<file path="config.mk">
export PLATFORM = sky130hd
export DESIGN_NAME = fp_tag_pipe
export DESIGN_NICKNAME = d
export VERILOG_FILES = /design/src/source/fp_tag_pipe.sv
export VERILOG_INCLUDE_DIRS = /design/src /design/src/include
export SDC_FILE = /design/constraint.sdc
export NUM_CORES = 1
export LEC_CHECK = 0
export ABC_AREA = 1
export BUFFER_PORTS_ARGS = -buffer_cell sky130_fd_sc_hd__buf_4
export CORE_MARGIN = 1
export CORE_UTILIZATION = 48
export DETAILED_ROUTE_END_ITERATION = 8
export PLACE_DENSITY = 0.73
export SKIP_CTS_REPAIR_TIMING = 1
export SYNTH_ARGS = -nofsm -noshare
export SYNTH_HDL_FRONTEND = slang
export SYNTH_SLANG_ARGS = --single-unit
export TNS_END_PERCENT = 100
</file>
<file path="constraint.sdc">
create_clock -name clk -period 1.39 [get_ports clk]
set_input_delay 0.0695 -clock clk [delete_from_list [all_inputs] [get_ports clk]]
set_output_delay 0.0695 -clock clk [all_outputs]
set_load 0.005 [all_outputs]
</file>
<file path="src/include/fpu_cfg.svh">
`ifndef FPU_CFG_SVH
`define FPU_CFG_SVH

// number of parallel multiply lanes.
`define FPU_LANES 4

`define FPU_TAGW 6

// decode takes one cycle and the lane takes two.
`define FPU_DEPTH 3

`endif

</file>
<file path="src/source/fp_tag_pipe.sv">
`timescale 1ns/1ns
`include "fpu_cfg.svh"

module fp_tag_pipe (
    input  logic                 clk,
    input  logic                 rst_n,
    input  logic                 valid_in,
    input  logic [`FPU_TAGW-1:0] tag_in,
    input  logic                 ready_out,
    output logic                 valid_out,
    output logic [`FPU_TAGW-1:0] tag_out,
    output logic                 enable
);

    logic [`FPU_DEPTH-1:0]                valid_q;
    logic [`FPU_DEPTH-1:0][`FPU_TAGW-1:0] tag_q;
    logic                                 stall;

    assign stall   = valid_out & ~ready_out; // held result not yet taken.
    assign enable  = ~stall;

    always_ff @(posedge clk or negedge rst_n) begin
        if (!rst_n) begin
            valid_q <= '0;
        end else if (enable) begin
            valid_q <= {valid_q[`FPU_DEPTH-2:0], valid_in};
        end
    end

    always_ff @(posedge clk) begin
        if (enable) begin
            tag_q <= {tag_q[`FPU_DEPTH-2:0], tag_in};
        end
    end

    assign valid_out = valid_q[`FPU_DEPTH-1];
    assign tag_out   = tag_q[`FPU_DEPTH-1];

    a_hold_out : assert property (@(posedge clk) disable iff (!rst_n)
        stall |=> (valid_out && $stable(tag_out)))
        else $error("output changed while stalled");

    // Items further back in the pipe must not be dropped while the head waits.
    a_keep_valid : assert property (@(posedge clk) disable iff (!rst_n)
        stall |=> $stable(valid_q))
        else $error("valid lost during stall");

endmodule

</file>
# Yosys cells after proc, flatten, opt, wreduce, memory -nomap -nowiden

Cells that the tools add are included.

Register bits after elaboration: 21
Latch bits: 0
Bits in writable memories: 0
ROM bits: 0
Input bits: 10
Word-level logic and storage cells: 7
Memories kept: 0

Add/subtract/negate cells: 0
Multipliers: 0
Divide/modulo/power cells: 0
Magnitude comparators: 0
Equal/unequal tests: 0
Shift operators: 0
Mux-type cells: 0
Bitwise gates (word level): 3
Reduce and logical (&&, ||, !) cells: 0

Operator list:

| cell              | count |
|---|---|
| 1-bit NOT         | 2 |
| 1-bit bitwise AND | 1 |

# Logic depth before layout (Yosys ltp)

Depth in word-level cells: 3
Mapped depth: 4
Mapped depth without buffers: 4

# Least setup slack after synthesis

Ideal clock, no wire load.

Path type: flip-flop to flip-flop
From: register valid_q[2]
To: register tag_q (netlist bit tag_out[0]) (enable)
Data arrival time: 0.706 ns
Path slack: 0.337 ns
Stages on the path, launching flop included: 2
Path buffers: 0
Clock period less this slack: 1.053 ns
Path through: dfrtp_1 > nand2_2

Word-level cells in the longest chain between the ends: 1

RTL lines:

| what                   | line              | source |
|---|---|---|
| start, declared        | fp_tag_pipe.sv:15 | `` logic [`FPU_DEPTH-1:0] valid_q; `` |
| start signal, assigned | fp_tag_pipe.sv:26 | `` valid_q <= {valid_q[`FPU_DEPTH-2:0], valid_in}; `` |
| 1-bit bitwise AND      | fp_tag_pipe.sv:19 | `assign stall = valid_out & ~ready_out;` |
| end signal, assigned   | fp_tag_pipe.sv:32 | `` tag_q <= {tag_q[`FPU_DEPTH-2:0], tag_in}; `` |
| end, declared          | fp_tag_pipe.sv:16 | `` logic [`FPU_DEPTH-1:0][`FPU_TAGW-1:0] tag_q; `` |

Every way passes these cells.
A chain may end at the register's enable or synchronous reset.

# Worst setup path after layout

From: register valid_q[2]
To: register tag_q[0] (netlist bit) (enable)

Same word-level chain as after synthesis.

==> flow_metrics.py <==
metrics = {
    "power_and_ir_drop": {
        "p_per_area_nw_per_um2": 1570,
        "p_leak_uw": 0.000386,
        "ir_drop_v": 0.00113,
        "total_power_uw": 1440,
    },
    "detailed_routing": {
        "ant_nets": 0,
        "dr.first_iter.drc_count": 9,
        "wl_per_cell_um": 12.5,
        "drt_wl_total_um": 948,
        "num_vias": 351,
        "drt_first_pass_iters": 4,
        "vias_per_cell": 4.62,
        "drc_errors": 0,
    },
    "sta": {
        "finClkSkew_ps": 7.80,
        "fin_setup_tns_ps": 0,
        "fin_crit_ps": 1170,
        "fmax_mhz": 857,
        "drv_slew": 0,
        "maxSlewHeadroom_pct": 71.1,
        "worst_slack_ps": 223,
        "period_share_pct": 84.0,
        "tightest_slew_ps": 432,
        "rsz0062_at_grt": "false",
        "hold_violations": 0,
        "setup_viol": 0,
    },
    "critical_path": {
        "crit_type": "flip-flop to flip-flop",
        "cp_slowest_stage_delay_ps": 450,
        "end_kind": "flip-flop",
        "cp.arrival_ps": 1120,
        "path_cells": "nand2_2",
        "critPathLaunchType": "flip-flop",
        "crit_family": "flip-flops",
        "crit_path_start": "valid_q[2]",
        "worstPathRequired_ps": 1340,
        "cp_slowest_cell": "dfrtp_1",
        "path_buf_inv": 0,
        "r2r-start": "valid_q[2]",
        "crit_fanout": 21,
    },
    "cts": {
        "cts.path.max_buffers": 2,
        "clk_pin_slew_ps": 110,
        "cts_root_buffer": "clkbuf_4",
        "cts.sinks": 21,
        "cts_made_buffers": 3,
        "tritoncts": "yes",
        "htree_num_levels": 1,
        "clock_latency_ps": 290,
    },
    "floorplanning": {
        "coreArea_um2": 1330,
        "io_pins": 18,
        "num_rows": 13,
        "die_area_um2": 1630,
        "die_x_um": 40.4,
        "start_util_pct": 53.0,
        "dieHeight_um": 40.4,
    },
    "yosys": {
        "synth_mux_area_share_pct": 0,
        "netlist-cell-type-count": 7,
        "synth-simple-area-share_pct": 5.49,
        "yosysSeqAreaShare_pct": 87.1,
        "synthAdderAreaFrac_pct": 0,
        "synth_nets": 48,
        "synth-xor-area-share_pct": 0,
        "netlist_instances": 38,
        "netlist_area_um2": 707,
        "synth_top_family_by_area": "buffers and inverters",
        "synth-seq-cells": 21,
        "synth-compound-area-share_pct": 0,
        "syn_avg_cell_area_um2": 18.6,
        "synth-warning-count": 0,
    },
    "global_route": {
        "grt_pass1_vias": 316,
        "grt_usage_pct": 12.5,
        "grt_first_pass_wirelength_um": 1210,
        "grt_overflow": 0,
        "grt_max_degree": 22,
        "grt_antenna_before_repair": 0,
    },
    "final_layout": {
        "postLayoutCoreUtil_pct": 68.7,
        "antenna_cells": 0,
        "fin_nets": 72,
        "area_delta_synth_final_pct": 29.6,
        "final_cell_mix": "18 x edfxtp_1, 17 x buf_4, 8 x dlygate4sd3_1",
        "drive_gt1_share_pct": 36.1,
        "final_common_cell": "edfxtp_1",
    },
    "flow_run": {
        "maxCapViolCount": 0,
    },
    "placed_design": {
        "globalplace.congestion": 0.579,
        "dp_slack_ps": 232,
        "place.port_buffers": 17,
    },
    "min_path": {
        "min_path_type": "input pin to flip-flop",
        "worstHoldStart": "ready_out",
    },
    "run_status": {
        "run_status": "finished, final reports clean",
    },
}
registers in the layout, summed over array words and instances (netlist names):
register  count
tag_q        12
valid_q       3
tag_out       6
logic make-up after synthesis:
group         count (synthesis)
flops                        21
buf+inv                       8
simple gates                  9
metal layers:
layer / track usage, % / wire (um) / vias to the layer above
met5: 0 / 0 / -
met4: 6.67 / 8 / 0
met3: 5.56 / 66 / 2
met2: 21.4 / 518 / 19
met1: 12.6 / 353 / 158
li1: - / - / 172
cell usage after synthesis (all sizes together):
| cell type | instances | area [um^2] |
|---|---|---|
| nand3 | 2 | 10.0 |
| edfxtp | 18 | 541 |
| inv | 2 | 7.51 |
| buf | 6 | 45.0 |
| nand2 | 7 | 28.8 |
| dfrtp | 3 | 75.1 |
power breakdown:
| part | total (uW) | internal, uW | switching [uW] |
|---|---|---|---|
| clock | 276 | 107 | 169 |
| combinational | 227 | 123 | 104 |
| sequential | 935 | 875 | 60.8 |
path summary, 6_finish.rpt:
kind                                   end  slack, ps  cells past startpoint
worst max-delay path              tag_q[0]        220                      1
worst min-delay path            valid_q[0]         70                      4
worst max register to register    tag_q[0]        220                      1
worst min register to register  tag_out[1]        430                      0
max in group asynchronous       valid_q[1]       1210                      2
min in group asynchronous       valid_q[0]         90                      2
layout make-up:
class                      count  area, um^2
fill                          94         418
inverter                       2        7.51
multi-input combinational      9        38.8
tap                           15        18.8
sequential                    21         616
clock inverter                 1        5.00
clock buffer                   3        22.5
timing repair buffer          25         208
metrics by stage:
step           instance area, um^2  hold slack, ps  instances
5_1_grt                        916            75.2         76
6_report                       916            74.4         76
3_3_place_gp                   808            -142         64
4_1_cts                        836            -470         68
2_1_floorplan                  707            -226         38
3_5_place_dp                   808            -139         64
(Power assumes the default switching activity.)
