`config.mk`:
```
export PLATFORM = sky130hd
export DESIGN_NAME = fp_mul_lane
export DESIGN_NICKNAME = d
export VERILOG_FILES = /design/src/include/fpu_cfg.svh /design/src/source/fpu_pkg.sv /design/src/source/fp_mul_lane.sv
export SDC_FILE = /design/constraint.sdc
export NUM_CORES = 2
export LEC_CHECK = 0
export ABC_AREA = 1
export BUFFER_PORTS_ARGS = -buffer_cell sky130_fd_sc_hd__buf_2
export CORE_MARGIN = 4
export CORE_UTILIZATION = 45
export CTS_CLUSTER_DIAMETER = 120
export CTS_CLUSTER_SIZE = 28
export DETAILED_ROUTE_END_ITERATION = 10
export MAX_ROUTING_LAYER = met4
export PLACE_DENSITY_LB_ADDON = 0.12
export REMOVE_ABC_BUFFERS = 1
export SETUP_SLACK_MARGIN = 0.2
export SLEW_MARGIN = 20
export SYNTH_ARGS = -nofsm -noshare
export SYNTH_HDL_FRONTEND = slang
export SYNTH_SLANG_ARGS = --single-unit
```
`constraint.sdc`:
```
create_clock -name clk -period 9.3 [get_ports clk]
set_input_delay 0.93 -clock clk [delete_from_list [all_inputs] [get_ports clk]]
set_output_delay 0.93 -clock clk [all_outputs]
set_load 0.01 [all_outputs]
```
`src/include/fpu_cfg.svh`:
```
`ifndef FPU_CFG_SVH
`define FPU_CFG_SVH

// number of parallel multiply lanes.
`define FPU_LANES 4

`define FPU_TAGW 6

// decode takes one cycle and the lane takes two.
`define FPU_DEPTH 3

`endif

```
`src/source/fpu_pkg.sv`:
```
package fpu_pkg;

    typedef struct packed {
        logic        sign;
        logic [7:0]  exponent;
        logic [22:0] fraction;
    } fp32_fields_t;

    // one binary32 word, seen as raw bits or as its fields.
    typedef union packed {
        logic [31:0]  raw;
        fp32_fields_t f;
    } fp32_t;

    typedef enum logic [1:0] {
        FP_ZERO   = 2'd0, // zero or a flushed subnormal.
        FP_NORMAL = 2'd1,
        FP_INF    = 2'd2,
        FP_NAN    = 2'd3
    } fp_class_t;

endpackage

```
`src/source/fp_mul_lane.sv`:
```
`timescale 1ns/1ns

module fp_mul_lane
    import fpu_pkg::*;
(
    input  logic        clk,
    input  logic        enable,
    input  fp_class_t   cls_a,
    input  fp_class_t   cls_b,
    input  logic        sign_a,
    input  logic        sign_b,
    input  logic [7:0]  exp_a,
    input  logic [7:0]  exp_b,
    input  logic [23:0] sig_a,
    input  logic [23:0] sig_b,
    output logic [31:0] result
);

    localparam logic [31:0] QNAN = 32'h7fc00000;

    fp_class_t         cls_p;
    logic signed [9:0] exp_sum;

    fp_class_t         s1_cls;
    logic              s1_sign;
    logic signed [9:0] s1_exp;
    logic [47:0]       s1_prod;

    logic [23:0]       mant_pre;
    logic              guard;
    logic              sticky;
    logic              round_up;
    logic [24:0]       mant_rnd;
    logic [22:0]       frac_fin;
    logic signed [9:0] exp_norm;
    logic signed [9:0] exp_fin;
    fp32_t             res_word;

    // the class of the product decides whether the arithmetic path is used at all.
    always_comb begin
        if (cls_a == FP_NAN || cls_b == FP_NAN) begin
            cls_p = FP_NAN;
        end else if ((cls_a == FP_INF && cls_b == FP_ZERO) ||
                     (cls_a == FP_ZERO && cls_b == FP_INF)) begin
            cls_p = FP_NAN;
        end else if (cls_a == FP_INF || cls_b == FP_INF) begin
            cls_p = FP_INF;
        end else if (cls_a == FP_ZERO || cls_b == FP_ZERO) begin
            cls_p = FP_ZERO;
        end else begin
            cls_p = FP_NORMAL;
        end
    end

    assign exp_sum = $signed({2'b00, exp_a}) + $signed({2'b00, exp_b}) - 10'sd127;

    always_ff @(posedge clk) begin
        if (enable) begin
            s1_cls  <= cls_p;
            s1_sign <= sign_a ^ sign_b;
            s1_exp  <= exp_sum;
            s1_prod <= sig_a * sig_b;
        end
    end

    // the product of two 1.x values lies in [1, 4), so one shift is enough.
    always_comb begin
        if (s1_prod[47]) begin
            mant_pre = s1_prod[47:24];
            guard    = s1_prod[23];
            sticky   = |s1_prod[22:0];
        end else begin
            mant_pre = s1_prod[46:23];
            guard    = s1_prod[22];
            sticky   = |s1_prod[21:0];
        end
    end

    assign exp_norm = s1_exp + $signed({9'd0, s1_prod[47]});
    assign round_up = guard & (sticky | mant_pre[0]); // ties go to the even mantissa.
    assign mant_rnd = {1'b0, mant_pre} + {24'd0, round_up};

    // a carry out of rounding leaves 1.000..0 one binade up.
    assign exp_fin  = exp_norm + $signed({9'd0, mant_rnd[24]});
    assign frac_fin = mant_rnd[22:0];

    always_comb begin
        res_word.raw    = 32'd0;
        res_word.f.sign = s1_sign;
        case (s1_cls)
            FP_NAN: begin
                res_word.raw = QNAN;
            end
            FP_INF: begin
                res_word.f.exponent = 8'hff;
            end
            FP_ZERO: begin
                res_word.f.exponent = 8'h00;
            end
            default: begin
                if (exp_fin >= 10'sd255) begin
                    res_word.f.exponent = 8'hff; // overflow saturates to infinity.
                end else if (exp_fin <= 10'sd0) begin
                    res_word.f.exponent = 8'h00; // underflow flushes to signed zero.
                end else begin
                    res_word.f.exponent = exp_fin[7:0];
                    res_word.f.fraction = frac_fin;
                end
            end
        endcase
    end

    always_ff @(posedge clk) begin
        if (enable) begin
            result <= res_word.raw;
        end
    end

    // Normal operands carry the hidden bit from decode, so the product is never below 1.
    a_prod_lead : assert property (@(posedge clk)
        (s1_cls == FP_NORMAL) |-> (s1_prod[47] || s1_prod[46]))
        else $error("product of normal operands lost its leading bit");

endmodule

```
; Word-level counts from Yosys, hierarchy flattened
; Index checks and enable logic that the tools add are counted.
[classes]
n_addsub = 5
multipliers = 1
n_lt_le_gt_ge = 2
eq_ne = 6
mux = 11
bitwise_logic = 3
n_reduce_logical = 15
[ops]
columns = operator, count
row1 = multiplier 24 x 24 -> 48 bit, 1
row2 = 2-to-1 mux 23 bit, 2
row3 = one-hot mux 23 bit (2 select lines), 1
row4 = adder 24 x 1 -> 25 bit, 1
row5 = 2-to-1 mux 24 bit, 1
row6 = OR reduction 23 bit, 1
row7 = OR reduction 22 bit, 1
row8 = adder 10 x 2 -> 10 bit, 2
row9 = 2-to-1 mux 8 bit, 2
row10 = one-hot mux 8 bit (2 select lines), 1
row11 = == test 2 bit (second input constant), 6
row12 = >= comparator 10 x 9 -> 1 bit (second input constant), 1
row13 = less-or-equal comparator 10 x 1 -> 1 bit (second input constant), 1
row14 = subtractor 9 x 7 -> 10 bit (second input constant), 1
row15 = adder 8 x 8 -> 9 bit, 1
row16 = logical NOT 2 bit, 3
row17 = OR reduction 2 bit, 3
row18 = logical OR 1 bit, 4
row19 = 2-to-1 mux 1 bit, 4
row20 = OR reduction 3 bit, 1
row21 = logical AND 1 bit, 2
row22 = bitwise AND 1 bit, 1
row23 = bitwise OR 1 bit, 1
row24 = bitwise XOR 1 bit, 1
[totals]
reg_bits = 93
in_bits = 72
output_inout_bits = 32
word_cells = 50

; Logic depth before layout (Yosys ltp)
[depth]
ltp_word = 10
depth_mapped = 29
mapped_depth_nobuf = 28

; Least setup slack after synthesis
; Ideal clock, no wire load.
[synth_timing]
path_kind = input port to flip-flop
from = in sig_b[3]
to = reg s1_prod[38] (data pin)
setup_ns = 0.253
arrival_time_ns = 6.244
required_ns = 9.047
slack_ns = 2.804
path_stages = 24
path_buffers = 1
path_cell_list = clkbuf_1 nand2_1 fa_1 inv_1 fa_1 inv_1 fa_1 inv_1 fa_1 inv_1 fa_1 inv_1 fa_1 inv_1 fa_1 inv_1 ha_1 nand2_1 nor2_1 nand2_1 nor4_1 nand3_1 nand4_1 nand2_1
[synth_via]
elab_chain_cells = 1
[synth_lines]
columns = element, line
row1 = start: declaration, fp_mul_lane.sv:15  ; input logic [23:0] sig_b,
row2 = multiplier 24 x 24 -> 48 bit, fp_mul_lane.sv:62  ; s1_prod <= sig_a * sig_b;
row3 = end signal: assignment, fp_mul_lane.sv:62
row4 = end: declaration, fp_mul_lane.sv:27  ; logic [47:0] s1_prod;
; No other way between the ends.
; A chain may end at the register's enable or synchronous reset.

; Worst setup path after layout
[layout_timing]
from = in sig_a[12]
to = reg s1_prod[22] (data pin)
[layout_via]
elab_chain_cells = 1
[layout_lines]
columns = element, line
row1 = start: declaration, fp_mul_lane.sv:14  ; input logic [23:0] sig_a,
row2 = multiplier 24 x 24 -> 48 bit, fp_mul_lane.sv:62
; No other way between the ends.

==> impl_metrics.json <==
{
  "capturing_element_type_of_the_critical_path": "flop",
  "synth_seq_area_share_pct": 11.2,
  "cts_inserted_buffers": 9,
  "synth.avg_cell_area_um2": 7.74,
  "crit_path_end": "s1_prod[22]$_DFFE_PP_",
  "layout.cells.most_common": "inv_1",
  "crit_path_top_delay_cell": "buf_2",
  "placedInstanceArea_um2": 26000,
  "residual_drc": 0,
  "fin_area_um2": 26300,
  "fp.dieW_um": 244,
  "crit_path_start": "sig_a[12]",
  "arrival_worst_endpoint_ps": 7370,
  "post-cts-setup-buffers": 0,
  "slew_headroom_pct": 43.0,
  "clkLatencyLatePin_ps": 360,
  "hold_path.class": "flop to flop",
  "synth.yosys.warnings": 0,
  "grt_remaining_overflow": 0,
  "pin_count": 104,
  "worst-setup-path-type": "input port to flop",
  "most_frequent_cells_in_the_layout": "inv_1, nand2_1, fa_1",
  "antenna_found_initial": 0,
  "cts.clk_slew.worst_paths_ps": 70,
  "antenna_cells_inserted": 0,
  "nNetsFinal": 3990,
  "r2r_start": "s1_prod[47]$_DFFE_PP_",
  "layoutNonFillerInstCount": 3996,
  "dp.cells": 3980,
  "resized_after_cts": 0,
  "timing.critical_path.required_ps": 9430,
  "startpoint_of_the_most_critical_hold_path": "s1_sign$_DFFE_PP_",
  "layout-drive-gt1-share_pct": 5.14,
  "drtPass1Iterations": 7,
  "grt_util_all_layers_pct": 23.7,
  "finalHoldViolations": 0,
  "synth_flop_cell": "edfxtp_1",
  "worst_r2r_path_depth": 21,
  "die_area_um2": 59400,
  "cap_viol_max_count": 0,
  "clock.fmax_mhz": 138,
  "fin_tns_setup_ps": 0,
  "place.detailed.hpwl_um": 55300,
  "number_of_enable_type_register_cells_in_the_synthesized_netlist": 93,
  "asyncSetResetFlopFracSynth_pct": 0,
  "run_status": "completed",
  "final_period_minus_worst_setup_slack_ps": 7240,
  "cts.root.buffer_cell": "clkbuf_16",
  "tritoncts_clock_tree": "done",
  "setup.worst_path.start_class": "input port",
  "grt_pass1_vias": 21000,
  "end_of_the_worst_register_to_register_path": "result[3]$_DFFE_PP_",
  "grt_pass1_wl_um": 110000,
  "antenna_left": 0,
  "buffer_ports.inserted": 103,
  "drt_iter0_markers": 1133,
  "grt_max_degree": 90,
  "grt_setup_unrepaired": "false",
  "finalClockSkew_ps": 13.2,
  "netlist_area_um2": 25000,
  "rrSetupSlack_ps": 4890,
  "crit_fanout": 24,
  "die_h_um": 244,
  "globalplace.congestion": 0.959,
  "flops_latches_synth": 93,
  "worstPathCellList": "buf_2 > nand2_1 > fa_1 > inv_1 > fa_1 > inv_1 > fa_1 > inv_1 > fa_1 > inv_1 > fa_1 > inv_1 > fa_1 > inv_1 > fa_1 > inv_1 > ha_1 > nand2_1 > nor2_1 > nand2_1 > nor4_1 > a21oi_1 > xnor2_1",
  "maxSlewViolCount": 0,
  "clk_path_buf_depth": 2,
  "cts-hold-fix-buffers": 0,
  "cts-htree-levels": 3,
  "critPathMaxStageDelay_ps": 560,
  "tightestPinTransition_ps": 855,
  "synthToLayoutAreaGrowth_pct": 5.25,
  "netlist_instances": 3232,
  "timing.final.setup_violations": 0,
  "final_clock_period_utilization_by_the_worst_path_pct": 77.9,
  "routed-via-count": 19500,
  "floorplan_core_area_um2": 55100,
  "n_fill_cell": 5610,
  "starting_density_pct": 45.4,
  "total_number_of_placement_rows": 86,
  "drt-wirelength-per-cell_um": 16.6,
  "avgViaCountPerCell": 4.87,
  "tritoncts_num_sinks": 93,
  "synth_cell_types": 39,
  "wirelength_um": 66300
}
-- area by class of cell --
type / count / area [um^2] / area share (%)
multi-input combinational: 2057 / 18100 / 68.7
inverter: 975 / 3660 / 13.9
sequential: 93 / 2790 / 10.6
tap: 748 / 936 / 3.56
timing repair buffer: 107 / 552 / 2.10
clock buffer: 10 / 229 / 0.870
clock inverter: 6 / 62.6 / 0.238
-- routing by layer --
metal | global-route usage, % | up-vias | part of all wire, %
li1 | - | 9255 | -
met1 | 31.8 | 9662 | 45
met2 | 40.3 | 476 | 49
met3 | 2.12 | 63 | 4.9
met4 | 3.71 | 0 | 1.3
met5 | - | - | 0
-- worst min path at each step --
stage,end,slack [ps],cells after the start
after floorplan,result[31]$_SDFFCE_PP0P_,500,1
after global placement,result[31]$_SDFFCE_PP0P_,510,1
after detailed placement,result[31]$_SDFFCE_PP0P_,530,1
after CTS,result[31]$_SDFFCE_PP0P_,550,1
after global routing,result[31]$_SDFFCE_PP0P_,580,1
final,result[31]$_SDFFCE_PP0P_,540,1
-- critical path, delay by kind of cell --
| family | cells | cell delay, ps |
|---|---|---|
| simple gates | 5 | 1090 |
| fa+ha+maj | 8 | 3850 |
| xor+xnor | 1 | 340 |
| compound gates | 1 | 180 |
| buf+inv | 8 | 920 |
-- kinds of logic (layout without fill, tap and decap cells) --
kind of cell | count (synthesis) | in the layout | share of synthesized area, %
buffers and inverters | 1082 | 1098 | 16.5
DFF | 93 | 93 | 11.2
AOI/OAI and AO/OA | 160 | 160 | 3.44
xor gates and xnor gates | 49 | 49 | 1.75
and+or+nand+nor | 1173 | 1173 | 18.8
adders and majority gates | 675 | 675 | 48.3
-- metrics by stage --
| step | utilization, % | hold WS, ps | worst slack (ps) |
|---|---|---|---|
| floorplan | - | 503 | 3090 |
| global placement | 47.2 | 510 | 1700 |
| detailed placement | 47.2 | 530 | 1690 |
| CTS | 47.8 | 547 | 2080 |
| global route | 47.8 | 578 | 1790 |
| finish | 47.8 | 542 | 2060 |
-- synthesized netlist by cell type, types with 5 or more instances --
cell,count,share of area [%]
edfxtp_1,93,11
xnor2_1,13,0.46
nand4_1,24,0.60
nand2_2,5,0.13
nor3_1,11,0.22
nor2_2,16,0.40
inv_1,972,15
a21oi_1,71,1.4
nand2_1,921,14
ha_1,191,9.6
nand3_1,56,1.1
and2_1,5,0.13
o21ai_0,51,1.0
buf_6,8,0.36
fa_1,484,39
nor2_4,5,0.23
nor2_1,118,1.8
o21ai_2,6,0.21
o21ai_1,18,0.36
xor2_1,35,1.2
clkbuf_1,97,1.5
-- flip-flops by register name, summed over array words and instances, names as in the netlist --
name     flops
s1_prod     48
result      32
s1_exp      10
s1_cls       2
s1_sign      1
Power is not shown: default switching activity piles up to over one toggle a cycle in this logic, so the estimate is an artifact.
