### src/include/fpu_cfg.svh
`ifndef FPU_CFG_SVH
`define FPU_CFG_SVH

// number of parallel multiply lanes.
`define FPU_LANES 4

`define FPU_TAGW 6

// decode takes one cycle and the lane takes two.
`define FPU_DEPTH 3

`endif

### src/source/fpu_pkg.sv
package fpu_pkg;

    typedef struct packed {
        logic        sign;
        logic [7:0]  exponent;
        logic [22:0] fraction;
    } fp32_fields_t;

    // one binary32 word, seen as raw bits or as its fields.
    typedef union packed {
        logic [31:0]  raw;
        fp32_fields_t f;
    } fp32_t;

    typedef enum logic [1:0] {
        FP_ZERO   = 2'd0, // zero or a flushed subnormal.
        FP_NORMAL = 2'd1,
        FP_INF    = 2'd2,
        FP_NAN    = 2'd3
    } fp_class_t;

endpackage

### src/source/fp_operand_decode.sv
`timescale 1ns/1ns
`include "fpu_cfg.svh"

module fp_operand_decode
    import fpu_pkg::*;
(
    input  logic                             clk,
    input  logic                             rst_n,
    input  logic                             enable,
    input  logic [`FPU_LANES-1:0][31:0]      dataa,
    input  logic [`FPU_LANES-1:0][31:0]      datab,
    output fp_class_t [`FPU_LANES-1:0]       cls_a,
    output fp_class_t [`FPU_LANES-1:0]       cls_b,
    output logic [`FPU_LANES-1:0]            sign_a,
    output logic [`FPU_LANES-1:0]            sign_b,
    output logic [`FPU_LANES-1:0][7:0]       exp_a,
    output logic [`FPU_LANES-1:0][7:0]       exp_b,
    output logic [`FPU_LANES-1:0][23:0]      sig_a,
    output logic [`FPU_LANES-1:0][23:0]      sig_b
);

    function automatic fp_class_t classify(input fp32_t w);
        fp_class_t c;
        if (w.f.exponent == 8'hff) begin
            c = (w.f.fraction != 23'd0) ? FP_NAN : FP_INF;
        end else if (w.f.exponent == 8'h00) begin
            c = FP_ZERO; // subnormals are flushed to zero here.
        end else begin
            c = FP_NORMAL;
        end
        return c;
    endfunction

    function automatic logic [23:0] significand(input fp32_t w);
        logic [23:0] s;
        if (w.f.exponent != 8'h00 && w.f.exponent != 8'hff) begin
            s = {1'b1, w.f.fraction}; // restore the hidden bit.
        end else begin
            s = 24'd0;
        end
        return s;
    endfunction

    // class codes drive the special-case select in the lanes.
    always_ff @(posedge clk or negedge rst_n) begin
        if (!rst_n) begin
            for (int i = 0; i < `FPU_LANES; i++) begin
                cls_a[i] <= FP_ZERO;
                cls_b[i] <= FP_ZERO;
            end
        end else if (enable) begin
            for (int i = 0; i < `FPU_LANES; i++) begin
                cls_a[i] <= classify(dataa[i]);
                cls_b[i] <= classify(datab[i]);
            end
        end
    end

    always_ff @(posedge clk) begin
        if (enable) begin
            for (int i = 0; i < `FPU_LANES; i++) begin
                sign_a[i] <= dataa[i][31];
                sign_b[i] <= datab[i][31];
                exp_a[i]  <= dataa[i][30:23];
                exp_b[i]  <= datab[i][30:23];
                sig_a[i]  <= significand(dataa[i]);
                sig_b[i]  <= significand(datab[i]);
            end
        end
    end

endmodule

### config.mk
export PLATFORM = sky130hd
export DESIGN_NAME = fp_operand_decode
export DESIGN_NICKNAME = d
export VERILOG_FILES = /design/src/source/fpu_pkg.sv /design/src/source/fp_operand_decode.sv
export VERILOG_INCLUDE_DIRS = /design/src /design/src/include
export SDC_FILE = /design/constraint.sdc
export NUM_CORES = 1
export LEC_CHECK = 0
export BUFFER_PORTS_ARGS = -buffer_cell sky130_fd_sc_hd__buf_2
export CAP_MARGIN = 0
export CORE_AREA = 2 2 212 214
export CTS_CLUSTER_SIZE = 10
export DETAILED_ROUTE_END_ITERATION = 8
export DIE_AREA = 0 0 214 216
export PLACE_DENSITY = 0.59
export SLEW_MARGIN = 20
export SYNTH_ARGS = -nofsm -noshare
export SYNTH_HDL_FRONTEND = slang
export SYNTH_SLANG_ARGS = --single-unit
### constraint.sdc
create_clock -name clk -period 0.9 [get_ports clk]
set_clock_uncertainty 0.05 [all_clocks]
set_input_delay 0.09 -clock clk [delete_from_list [all_inputs] [get_ports clk]]
set_output_delay 0.09 -clock clk [all_outputs]
set_load 0.05 [all_outputs]
== Yosys cells after proc, flatten, opt, wreduce, memory -nomap -nowiden ==
Index checks and enable logic that the tools add are counted.
Widths: inputs -> output; s select.

* Bits in registers: 280
* Latch bits: 0
* RAM bits: 0
* Bits in read-only memories: 0
* Bits of input ports: 259
* Word-level logic and storage cells: 114
* Memories kept: 0

* Add/subtract/negate cells: 0
* Multipliers: 0
* Div/mod/pow operators: 0
* $lt $le $gt $ge: 0
* Equal/unequal tests: 16
* Shift-type cells: 0
* Multiplexer cells: 32
* Bitwise logic cells: 0
* Reductions and logical operators: 32

{| class="wikitable"
|+ Operator list
! kind !! count
|-
| $mux 24 || 8
|-
| $reduce_bool 23->1 || 8
|-
| $eq 8x8->1 const B || 8
|-
| $logic_not 8->1 || 8
|-
| $ne 8x8->1 const B || 8
|-
| $reduce_bool 8->1 || 8
|-
| $mux 1 || 16
|-
| $mux 2 || 8
|-
| $logic_and 1x1->1 || 8
|}

== Depth between registers and ports, before layout ==
Gate-level depths: netlist of the first run.

* Depth after elaboration: 3
* Depth in mapped cells: 4

== Worst setup path after synthesis of the first run ==
Ideal clock, no wire load.

* Path kind: input to register
* Start: input port dataa[23] (netlist name)
* End: register sig_a[0] (netlist name) (data pin)
* Setup time: 0.255 ns
* Data arrival time: 0.837 ns
* Required time: 0.595 ns
* Setup slack: -0.242 ns
* Cell stages on the path: 4
* Cell sequence: nor4_2 > nand2_2 > buf_6 > and3_1

* Cells in the longest elaborated chain, start to end: 2
* Elaborated cells between the ends (all ways): 3

{| class="wikitable"
|+ RTL lines
! element !! line !! RTL
|-
| from (decl) || fp_operand_decode.sv:10 || <nowiki>input logic [`FPU_LANES-1:0][31:0] dataa,</nowiki>
|-
| $ne 8x8->1 or $reduce_bool 8->1 (tied branches) || fp_operand_decode.sv:36 || <nowiki>if (w.f.exponent != 8'h00 && w.f.exponent != 8'hff) begin</nowiki>
|-
| $logic_and 1x1->1 (*) || fp_operand_decode.sv:36 ||
|-
| to (signal, indexed assignment) || fp_operand_decode.sv:66 || <nowiki>sig_a[i] <= significand(dataa[i]);</nowiki>
|-
| to (decl) || fp_operand_decode.sv:18 || <nowiki>output logic [`FPU_LANES-1:0][23:0] sig_a,</nowiki>
|}

Mark *: on every way between the ends. The rest lies on a longest branch, timed or not.
A chain may end at the register's enable or synchronous reset.

== Final worst setup path of the first run ==
* Start: input port datab[124] (netlist name)
* End: register sig_b[85] (netlist name) (data pin)

* Cells in the longest elaborated chain, start to end: 2
* Elaborated cells between the ends (all ways): 3

{| class="wikitable"
|+ RTL lines
! element !! line !! RTL
|-
| from (decl) || fp_operand_decode.sv:11 || <nowiki>input logic [`FPU_LANES-1:0][31:0] datab,</nowiki>
|-
| $ne 8x8->1 or $reduce_bool 8->1 (tied branches) || fp_operand_decode.sv:36 ||
|-
| $logic_and 1x1->1 (*) || fp_operand_decode.sv:36 ||
|-
| to (signal, indexed assignment) || fp_operand_decode.sv:67 || <nowiki>sig_b[i] <= significand(datab[i]);</nowiki>
|-
| to (decl) || fp_operand_decode.sv:19 || <nowiki>output logic [`FPU_LANES-1:0][23:0] sig_b</nowiki>
|}

Marked as above.

==> impl_metrics.json, run 1 <==
{
  "p_switching_mw": 11.0,
  "r2r_start": "cls_b[1]$_DFFE_PN0P_",
  "p_comb_frac": 0.232,
  "grt-ovfl-total": 0,
  "worstHoldPathCells": 1,
  "power.density_mw_per_mm2": 1790,
  "worst_slew_pin_slew_ns": 0.458,
  "seq_area_frac_synth": 0.770,
  "r2r_end": "cls_b[1]$_DFFE_PN0P_",
  "clk_latency_ns": 0.51,
  "dr.pass1.iters": 5,
  "synth.top_cell.area_share": 0.733,
  "grt_pass1_wl_um": 63300,
  "htreeDepth": 2,
  "cpMaxStageDelayCell": "dlygate4sd3_1",
  "worstHoldPathType": "in -> reg",
  "die-height_um": 216,
  "cts_tree": "yes",
  "max_stage_delay_ns": 0.61,
  "clk_pin_slew_ns": 0.06,
  "drt-initial-drc-count": 638,
  "r2r_slack_ns": -0.06,
  "port_buffers": 538,
  "start_util": 0.247,
  "grt_max_degree": 41,
  "rows": 77,
  "yosys.area.top_type": "edfxtp_1",
  "slew-limit-headroom": 0.692,
  "fin_crit_sh": 1.52,
  "stdcell_area_mm2": 0.0212,
  "final_common_cell": "buf_6",
  "crit_type": "in -> reg",
  "via_per_inst": 4.62,
  "arrival_ns": 1.58,
  "grt_setup_unrepaired": "true",
  "yosys-top-cells-area": "edfxtp_1, and3_1, dfrtp_1, nor4_1, nor4_2",
  "p_int_mw": 26.9,
  "yosys_register_bits": 280,
  "cts_buffers": 34,
  "fin_crit_ns": 1.37,
  "outcome": "finished with violations",
  "place_ws_ns": -0.595,
  "worstHoldStart": "datab[125]",
  "clockRootBuffer": "clkbuf_16",
  "p_total_mw": 37.9,
  "r2r_cells": 2,
  "violations": "hold timing, setup timing",
  "setup_viol": 656,
  "p_clk_frac": 0.348,
  "antenna_found_initial": 5,
  "area_growth_pct": 96.2,
  "dieArea_mm2": 0.0462,
  "most-common-layout-cells": "buf_6, edfxtp_1, buf_2",
  "cp_max_fo": 6,
  "drv_slew": 0,
  "cts.sinks": 280,
  "crit_chain": "buf_2 -> dlygate4sd3_1 -> nor4_4 -> buf_4 -> nand2_4 -> and3_1",
  "placed_area_mm2": 0.0154,
  "hold_viol_final": 13,
  "syn_inst": 667,
  "vias": 10200,
  "die_w_um": 214,
  "ys_warn_count": 0,
  "postRouteAntennaNets": 0,
  "cp-end-kind": "register",
  "syn_area_per_cell_um2": 16.2,
  "hold_slack_ns": -0.232,
  "sw_frac_of_total": 0.291,
  "coreArea_mm2": 0.0438,
  "wl_per_cell_um": 20.1,
  "fin_util": 0.484,
  "place_hpwl_um": 28300,
  "power_frac_seq": 0.419,
  "routabilityCongestion": 0.858,
  "synth_cell_type_count": 19,
  "clock.fmax_mhz": 731,
  "routed_wl_um": 44500,
  "cellLeakagePower_nw": 8.97,
  "min_to": "exp_b[30]$_DFFE_PP_",
  "cp-start-kind": "input port",
  "grt_pass1_vias": 10900,
  "drc": 0,
  "synth_area_mm2": 0.0108,
  "critPathRequiredTime_ns": 1.12,
  "synth_nets": 926,
  "io_pins": 539,
  "final.setup.worst_slack_ns": -0.469,
  "grt_use_total": 0.176,
  "layout.nets": 1853,
  "maxCapViolations": 0,
  "cts_buffer_depth": 3,
  "ir_drop_v": 0.00162,
  "drive_above_1_share": 0.503
}
==> Yosys cell counts <==
library cell and number:
or2_1 8, o21ai_1 8, nor4_1 40, nand2_2 8
mux2_1 2, nor4_2 16, mux2_2 6, inv_1 1
nor2_1 16, and3_1 184, buf_2 2, nor3_1 8
nand4_1 24, dfrtp_1 16, clkbuf_1 16, buf_6 16
edfxtp_1 264, nand2_1 8, a21oi_1 24
==> routing by layer <==
metal	GRT usage	share of wire
met1	0.191	0.36
met3	0.0550	0.081
met2	0.320	0.52
met5	0	0.00025
met4	0.0692	0.043
==> what timing repair did <==
item	CTS	global route
pin swaps	0	87
hold endpoints to repair	304	208
hold buffers	249	180
cloned	0	5
setup buffers	0	10
resized for setup	561	94
endpoints found under the setup margin	303	728
==> worst max-delay path by stage <==
stage	startpoint	endpoint	slack, ns
6_report	datab[124]	sig_b[85]$_SDFFCE_PN0P_	-0.47
5_1_grt	datab[124]	sig_b[92]$_SDFFCE_PN0P_	-0.49
4_1_cts	sign_b[1]$_DFFE_PP_	sign_b[1]	-0.50
3_5_place_dp	dataa[58]	sig_a[28]$_SDFFCE_PN0P_	-0.60
3_3_place_gp	dataa[58]	sig_a[36]$_SDFFCE_PN0P_	-0.55
2_1_floorplan	dataa[26]	sig_a[0]$_SDFFCE_PN0P_	-0.17
==> cells by family (layout without fill, tap and decap cells) <==
logic type	count (synthesis)	in the layout	synth area share
AOI/OAI and AO/OA	32	32	0.0148
buffers and inverters	35	982	0.0235
DFF	280	280	0.770
muxes	8	8	0.00833
other	0	3	0
and+or+nand+nor	312	317	0.183
==> worst max-delay path: cells and delay by family <==
family,cells,cell delay [ns]
and+or+nand+nor,3,0.57
buffers and inverters,3,0.92
==> state kept, by name, summed over array words and instances, names as in the netlist <==
name and cells:
exp_b 32, sig_b 96, sign_b 4, sig_a 96, cls_b 8, exp_a 32, sign_a 4, cls_a 8
==> metrics by stage <==
| stage | hold WS, ns | TNS, ns | instances |
|---|---|---|---|
| 4_1_cts | -0.282 | -242.04 | 2203 |
| 5_1_grt | -0.257 | -235.77 | 2214 |
| 3_3_place_gp | 0.0109 | -101.26 | 1893 |
| 2_1_floorplan | -0.256 | -28.42 | 667 |
| 6_report | -0.232 | -216.05 | 2214 |
| 3_5_place_dp | -0.000101 | -107.37 | 1893 |
==> power by group through the flow <==
stage,clock network (mW),logic [mW],registers [mW]
global route,14.1,9.08,16.0
CTS,13.5,8.52,15.9
finish,13.2,8.81,15.9
detailed placement,0,6.56,15.9
global placement,0,6.52,15.9
floorplan,0,0.445,19.3
==> area by class of cell <==
type                       instances  area (um2)
antenna                            3        7.51
sequential                       280        8350
tap                              592         741
fill                            3598       22600
clock buffer                      59        1020
inverter                           1        3.75
timing repair buffer             920        8270
multi-input combinational        357        2800
clock inverter                     2        35.0
Note: power is estimated with default switching activity, not from simulation.
==> inputs of run 2 (changes only) <==
ABC_AREA = 1   (was default)
CORE_AREA = 2 2 211 213   (was 2 2 212 214)
DIE_AREA = 0 0 213 215   (was 0 0 214 216)
PLACE_DENSITY = 0.61   (was 0.59)
==> run 2 against run 1 <==
Against the previous run:
- hold slack better by 0.24 ns
- sequential power about the same
- largest power group unchanged
- register-to-register slack worse by 0.15 ns
- flip-flop and latch count unchanged
- global-route usage is 0.77 points higher
- clock-buffer cell count is 1 higher
- critical endpoint is now exp_a[22]
- die area decreased by 0.93%
- worst setup slack got worse by 0.052 ns
- the flow finishes with violations (setup timing)
- sequential share of layout area decreased by 0.19 points
- combinational power is 0.5% higher
==> impl_metrics.json, run 2 <==
{
  "critPathRequiredTime_ns": 0.76,
  "cts_buffers": 34,
  "cts_buffer_depth": 3,
  "yosys_register_bits": 280,
  "clk_latency_ns": 0.52,
  "grt_use_total": 0.184,
  "synth.top_cell.area_share": 0.697,
  "crit_type": "reg -> out",
  "p_comb_frac": 0.236,
  "synthTopCellsByCount": "nor2_1, edfxtp_1, inv_1",
  "htreeDepth": 2,
  "io_pins": 539,
  "synth_cell_type_count": 13,
  "violations": "setup timing",
  "largestRegisters": "sig_a: 96 flops, sig_b: 96 flops",
  "place_hpwl_um": 27900,
  "crit_buf_inv": 1,
  "yosys.area.top_type": "edfxtp_1",
  "cp_max_fo": 1,
  "slew-limit-headroom": 0.711,
  "stdcell_area_mm2": 0.0213,
  "worstHoldPathType": "in -> reg",
  "arrival_ns": 1.28,
  "crit_chain": "buf_6",
  "antenna_found_initial": 2,
  "drc": 0,
  "synth_area_mm2": 0.0114,
  "via_per_inst": 4.26,
  "worst_slew_pin_slew_ns": 0.431,
  "cts_tree": "yes",
  "p_total_mw": 37.6,
  "yosys-top-cells-area": "edfxtp_1, nor2_1, inv_1, nand2_1, dfrtp_1",
  "fin_crit_ns": 1.42,
  "port_buffers": 538,
  "setup_viol": 287,
  "syn_inst": 1007,
  "dr.pass1.iters": 4,
  "postRouteAntennaNets": 0,
  "routed_wl_um": 43500,
  "grt_max_degree": 26,
  "final.setup.worst_slack_ns": -0.521,
  "coreArea_mm2": 0.0436,
  "grt_setup_unrepaired": "true",
  "synth.most_common_cell": "nor2_1",
  "p_switching_mw": 11.1,
  "crit_family": "flip-flops",
  "sw_frac_of_total": 0.296,
  "max_stage_delay_ns": 0.54,
  "r2r_start": "cls_a[2]$_DFFE_PN0P_",
  "most-common-layout-cells": "nor2_1, buf_6, edfxtp_1",
  "wl_per_cell_um": 17.3,
  "drv_slew": 0,
  "p_int_mw": 26.4,
  "critPathLaunch": "exp_a[22]$_DFFE_PP_",
  "die-height_um": 215,
  "grt_pass1_vias": 11900,
  "hold_viol_final": 0,
  "worstHoldStart": "dataa[64]",
  "ir_drop_v": 0.00146,
  "routabilityCongestion": 0.908,
  "cp-start-kind": "register",
  "layout.nets": 2159,
  "power.density_mw_per_mm2": 1760,
  "clockRootBuffer": "clkbuf_16",
  "synth_nets": 1266,
  "outcome": "finished with violations",
  "synthFlopType": "edfxtp_1",
  "power_frac_seq": 0.424,
  "fin_crit_sh": 1.58,
  "cts.sinks": 280,
  "drt-initial-drc-count": 605,
  "area_growth_pct": 87.6,
  "cpMaxStageDelayCell": "edfxtp_1",
  "async_reset_ff_frac": 0.0571,
  "seq_area_frac_synth": 0.733,
  "start_util": 0.260,
  "vias": 10700,
  "maxCapViolations": 0,
  "syn_area_per_cell_um2": 11.3,
  "grt-ovfl-total": 0,
  "die_w_um": 213,
  "p_clk_frac": 0.340,
  "ys_warn_count": 0,
  "fin_util": 0.489,
  "placed_area_mm2": 0.0158,
  "drive_above_1_share": 0.411,
  "cellLeakagePower_nw": 9.42,
  "rows": 77,
  "clk_pin_slew_ns": 0.06,
  "dieArea_mm2": 0.0458,
  "cp-end-kind": "primary output",
  "clock.fmax_mhz": 704,
  "synth_edf_count": 264,
  "grt_pass1_wl_um": 64100,
  "num_antenna_cells": 0
}
run 2: cell types whose count changed after synthesis, sizes merged, moves of 56 or more:
cell and change:
nor4 -56, inv +192, nand2 +113, nor2 +322
and3 -184
run 2: power by group through the flow:
stage / logic, mW / registers, mW / clock network [mW]
6_report: 8.85 / 15.9 / 12.8
5_1_grt: 9.21 / 16.0 / 13.5
4_1_cts: 8.72 / 15.9 / 13.1
3_5_place_dp: 6.67 / 15.9 / 0
3_3_place_gp: 6.63 / 15.9 / 0
2_1_floorplan: 0.634 / 19.3 / 0
run 2: path summary, 6_finish.rpt:
kind	to	slack (ns)	cells past startpoint
setup / recovery	exp_a[22]	-0.52	1
hold / removal	sig_a[48]$_SDFFCE_PN0P_	0.01	3
setup reg to reg	cls_a[2]$_DFFE_PN0P_	-0.21	5
hold reg to reg	cls_a[1]$_DFFE_PN0P_	0.45	2
max in group asynchronous	cls_b[5]$_DFFE_PN0P_	0.51	3
min in group asynchronous	cls_a[4]$_DFFE_PN0P_	0.08	3
run 2: kinds of logic (layout without fill, tap and decap cells):
| kind of cell | Yosys count | after routing | share of synthesized area |
|---|---|---|---|
| DFF | 280 | 280 | 0.733 |
| AOI/OAI and AO/OA | 16 | 19 | 0.0150 |
| buffers and inverters | 212 | 1127 | 0.0809 |
| and+or+nand+nor | 499 | 499 | 0.171 |
run 2: cell type report:
type	instances	area [um2]
sequential	280	8350
multi-input combinational	518	2480
tap	592	741
fill	3627	22300
clock buffer	60	1010
timing repair buffer	873	8010
clock inverter	1	5.00
inverter	193	724
run 2: stage by stage:
step	worst slack, ns	cells	hold WS, ns	setup TNS (ns)
after detailed placement	-0.575	2217	0.0133	-89.72
after global routing	-0.571	2517	-0.00199	-104.97
after CTS	-0.561	2545	0.000801	-175.00
final	-0.521	2517	0.0112	-90.34
after floorplan	-0.106	1007	-0.256	-8.19
after global placement	-0.552	2217	0.00901	-85.81
run 2: routing by layer:
layer	track usage	part of all wire	up-vias
met5	0	0	-
met4	0.0963	0.055	0
met3	0.0555	0.086	154
met2	0.335	0.51	550
met1	0.188	0.35	5058
li1	-	-	4961
run 2: what timing repair did:
item | in CTS | in global routing
pin swaps | 4 | 55
resized for setup | 563 | 82
cloned | 1 | 2
hold buffers | 263 | 2
setup endpoints to repair | 283 | 517
hold endpoints to repair | 286 | 3
setup buffers | 3 | 6
==> inputs of run 3 (changes only) <==
==> constraint.sdc (replaced) <==
create_clock -name clk -period 0.9 [get_ports clk]
set_clock_uncertainty 0.05 [all_clocks]
set_input_delay 0 -clock clk [delete_from_list [all_inputs] [get_ports clk]]
set_output_delay 0 -clock clk [all_outputs]
set_load 0.05 [all_outputs]
==> run 3 against run 2 <==
Against the previous run:
- utilization increased by 0.18 points
- clock power barely moved
- via count rose by 2.8%
- maximum frequency increased by 12%
- largest power group unchanged
- critical path depth unchanged
- highest routed layer unchanged
- first-iteration DRC count is 28% higher
- cell area up 0.36%
- flip-flop and latch count did not move
- cell count is 1.1% higher
- routed wire length grew 4.5%
- clock-buffer cell count shrank 1
- the run ends with hold timing, setup timing left
==> impl_metrics.json, run 3 (synthesis results as in run 2) <==
{
  "setup_viol": 384,
  "cpMaxStageDelayCell": "edfxtp_1",
  "start_util": 0.260,
  "cts_buffer_depth": 3,
  "fin_tns_setup_ns": -89.28,
  "worstHoldPathCells": 1,
  "final_cells": 2545,
  "dieArea_mm2": 0.0458,
  "wl_met2_um": 23400,
  "stdcell_area_mm2": 0.0214,
  "clk_latency_ns": 0.52,
  "outcome": "finished with violations",
  "vias": 11000,
  "cts.sinks": 280,
  "power.density_mw_per_mm2": 1760,
  "num_antenna_cells": 0,
  "cts_tree": "yes",
  "cp.depth": 1,
  "cp-start-kind": "register",
  "ir_drop_v": 0.00151,
  "die-height_um": 215,
  "cp_max_fo": 1,
  "antenna_found_initial": 1,
  "area_growth_pct": 88.3,
  "via_per_inst": 4.33,
  "met3_length_um": 3970,
  "final.setup.worst_slack_ns": -0.369,
  "grt_setup_unrepaired": "true",
  "most-common-layout-cells": "nor2_1, buf_6, edfxtp_1, dlygate4sd3_1, buf_2",
  "drt-initial-drc-count": 774,
  "grt-ovfl-total": 0,
  "port_buffers": 538,
  "clockRootBuffer": "clkbuf_16",
  "worst_slew_pin_slew_ns": 0.589,
  "critPathRequiredTime_ns": 0.85,
  "max_stage_delay_ns": 0.49,
  "drv_slew": 0,
  "io_pins": 539,
  "dr.max_layer_used": "met4",
  "wl_met1_um": 15700,
  "dpl.cell_count": 2197,
  "grt_pass1_vias": 11600,
  "crit_family": "flip-flops",
  "fillers": 3629,
  "cellLeakagePower_nw": 9.58,
  "cp-end-kind": "primary output",
  "r2r_cells": 4,
  "grt_max_degree": 39,
  "grt_pass1_wl_um": 63500,
  "postRouteAntennaNets": 0,
  "slew-limit-headroom": 0.607,
  "routabilityCongestion": 0.918,
  "clk_pin_slew_ns": 0.06,
  "htreeDepth": 2,
  "maxCapViolations": 0,
  "hold_slack_ns": -0.249,
  "dr.pass1.iters": 5,
  "hold_viol_final": 104,
  "wl_per_cell_um": 17.9,
  "final_common_cell": "nor2_1",
  "clock.fmax_mhz": 788,
  "drive_above_1_share": 0.385,
  "arrival_ns": 1.22,
  "drc": 0,
  "largestRegisters": "sig_a: 96 flops, sig_b: 96 flops",
  "rows": 77,
  "die_w_um": 213,
  "worstHoldPathType": "in -> reg",
  "crit_buf_inv": 1,
  "coreArea_mm2": 0.0436,
  "grt_use_total": 0.183,
  "placed_area_mm2": 0.0154,
  "place_hpwl_um": 26800,
  "crit_type": "reg -> out",
  "routed_wl_um": 45500,
  "cts_buffers": 34,
  "place_ws_ns": -0.433,
  "fin_crit_ns": 1.27,
  "violations": "hold timing, setup timing",
  "fin_crit_sh": 1.41,
  "layout.nets": 2187,
  "crit_chain": "buf_6"
}
run 3: cell count changes in the layout (fill, tap and decap cells not counted), sizes merged:
cell	before	now
clkinv	1	2
dlygate4sd3	255	264
clkbuf	61	71
dlymetal6s2s	1	0
buf	610	618
o21ai	19	20
run 3: power by group:
part	total [mW]	switching (mW)	internal, mW	leakage, nW
registers	15.9	0.534	15.4	2.75
clock network	12.9	5.28	7.65	0.496
logic	8.83	5.38	3.45	6.33
run 3: what timing repair did:
action                                  4_1_cts  5_1_grt
pin swaps                                     3       12
endpoints found under the setup margin      280      487
gates resized for setup                     565       44
cloned                                        0       16
hold buffers                                265       48
setup buffers                                 1        1
hold endpoints to repair                    413      173
run 3: path summary, 6_finish.rpt:
path / slack (ns) / end / from
worst min register to register: 0.46 / cls_a[7]$_DFFE_PN0P_ / cls_a[7]$_DFFE_PN0P_
worst max register to register: -0.09 / cls_a[2]$_DFFE_PN0P_ / cls_a[2]$_DFFE_PN0P_
min in group asynchronous: -0.11 / cls_b[6]$_DFFE_PN0P_ / rst_n
max in group asynchronous: 0.50 / cls_a[2]$_DFFE_PN0P_ / rst_n
worst max-delay path: -0.37 / exp_b[30] / exp_b[30]$_DFFE_PP_
worst min-delay path: -0.25 / sig_b[81]$_SDFFCE_PN0P_ / enable
run 3: layout make-up:
cell class	count	area (um2)	share of cell area
flip-flops and latches	280	8350	0.390
well taps	592	741	0.0346
inverters	193	724	0.0338
multi-input cells	519	2290	0.107
clock inverters	2	10.0	0.000468
clock buffers	59	1020	0.0476
repair buffers	900	8270	0.387
run 3: stage by stage:
step,hold WS [ns],utilization,power (mW)
floorplan,-0.346,-,19.9
global placement,-0.132,0.354,22.3
detailed placement,-0.130,0.354,22.4
CTS,-0.252,0.479,37.6
global route,-0.271,0.490,38.9
finish,-0.249,0.490,37.7
run 3: layer usage:
metal | GRT usage | vias to the layer above
met5 | 0 | -
met4 | 0.0977 | 0
met3 | 0.0592 | 144
met2 | 0.334 | 633
met1 | 0.181 | 5222
li1 | - | 5024
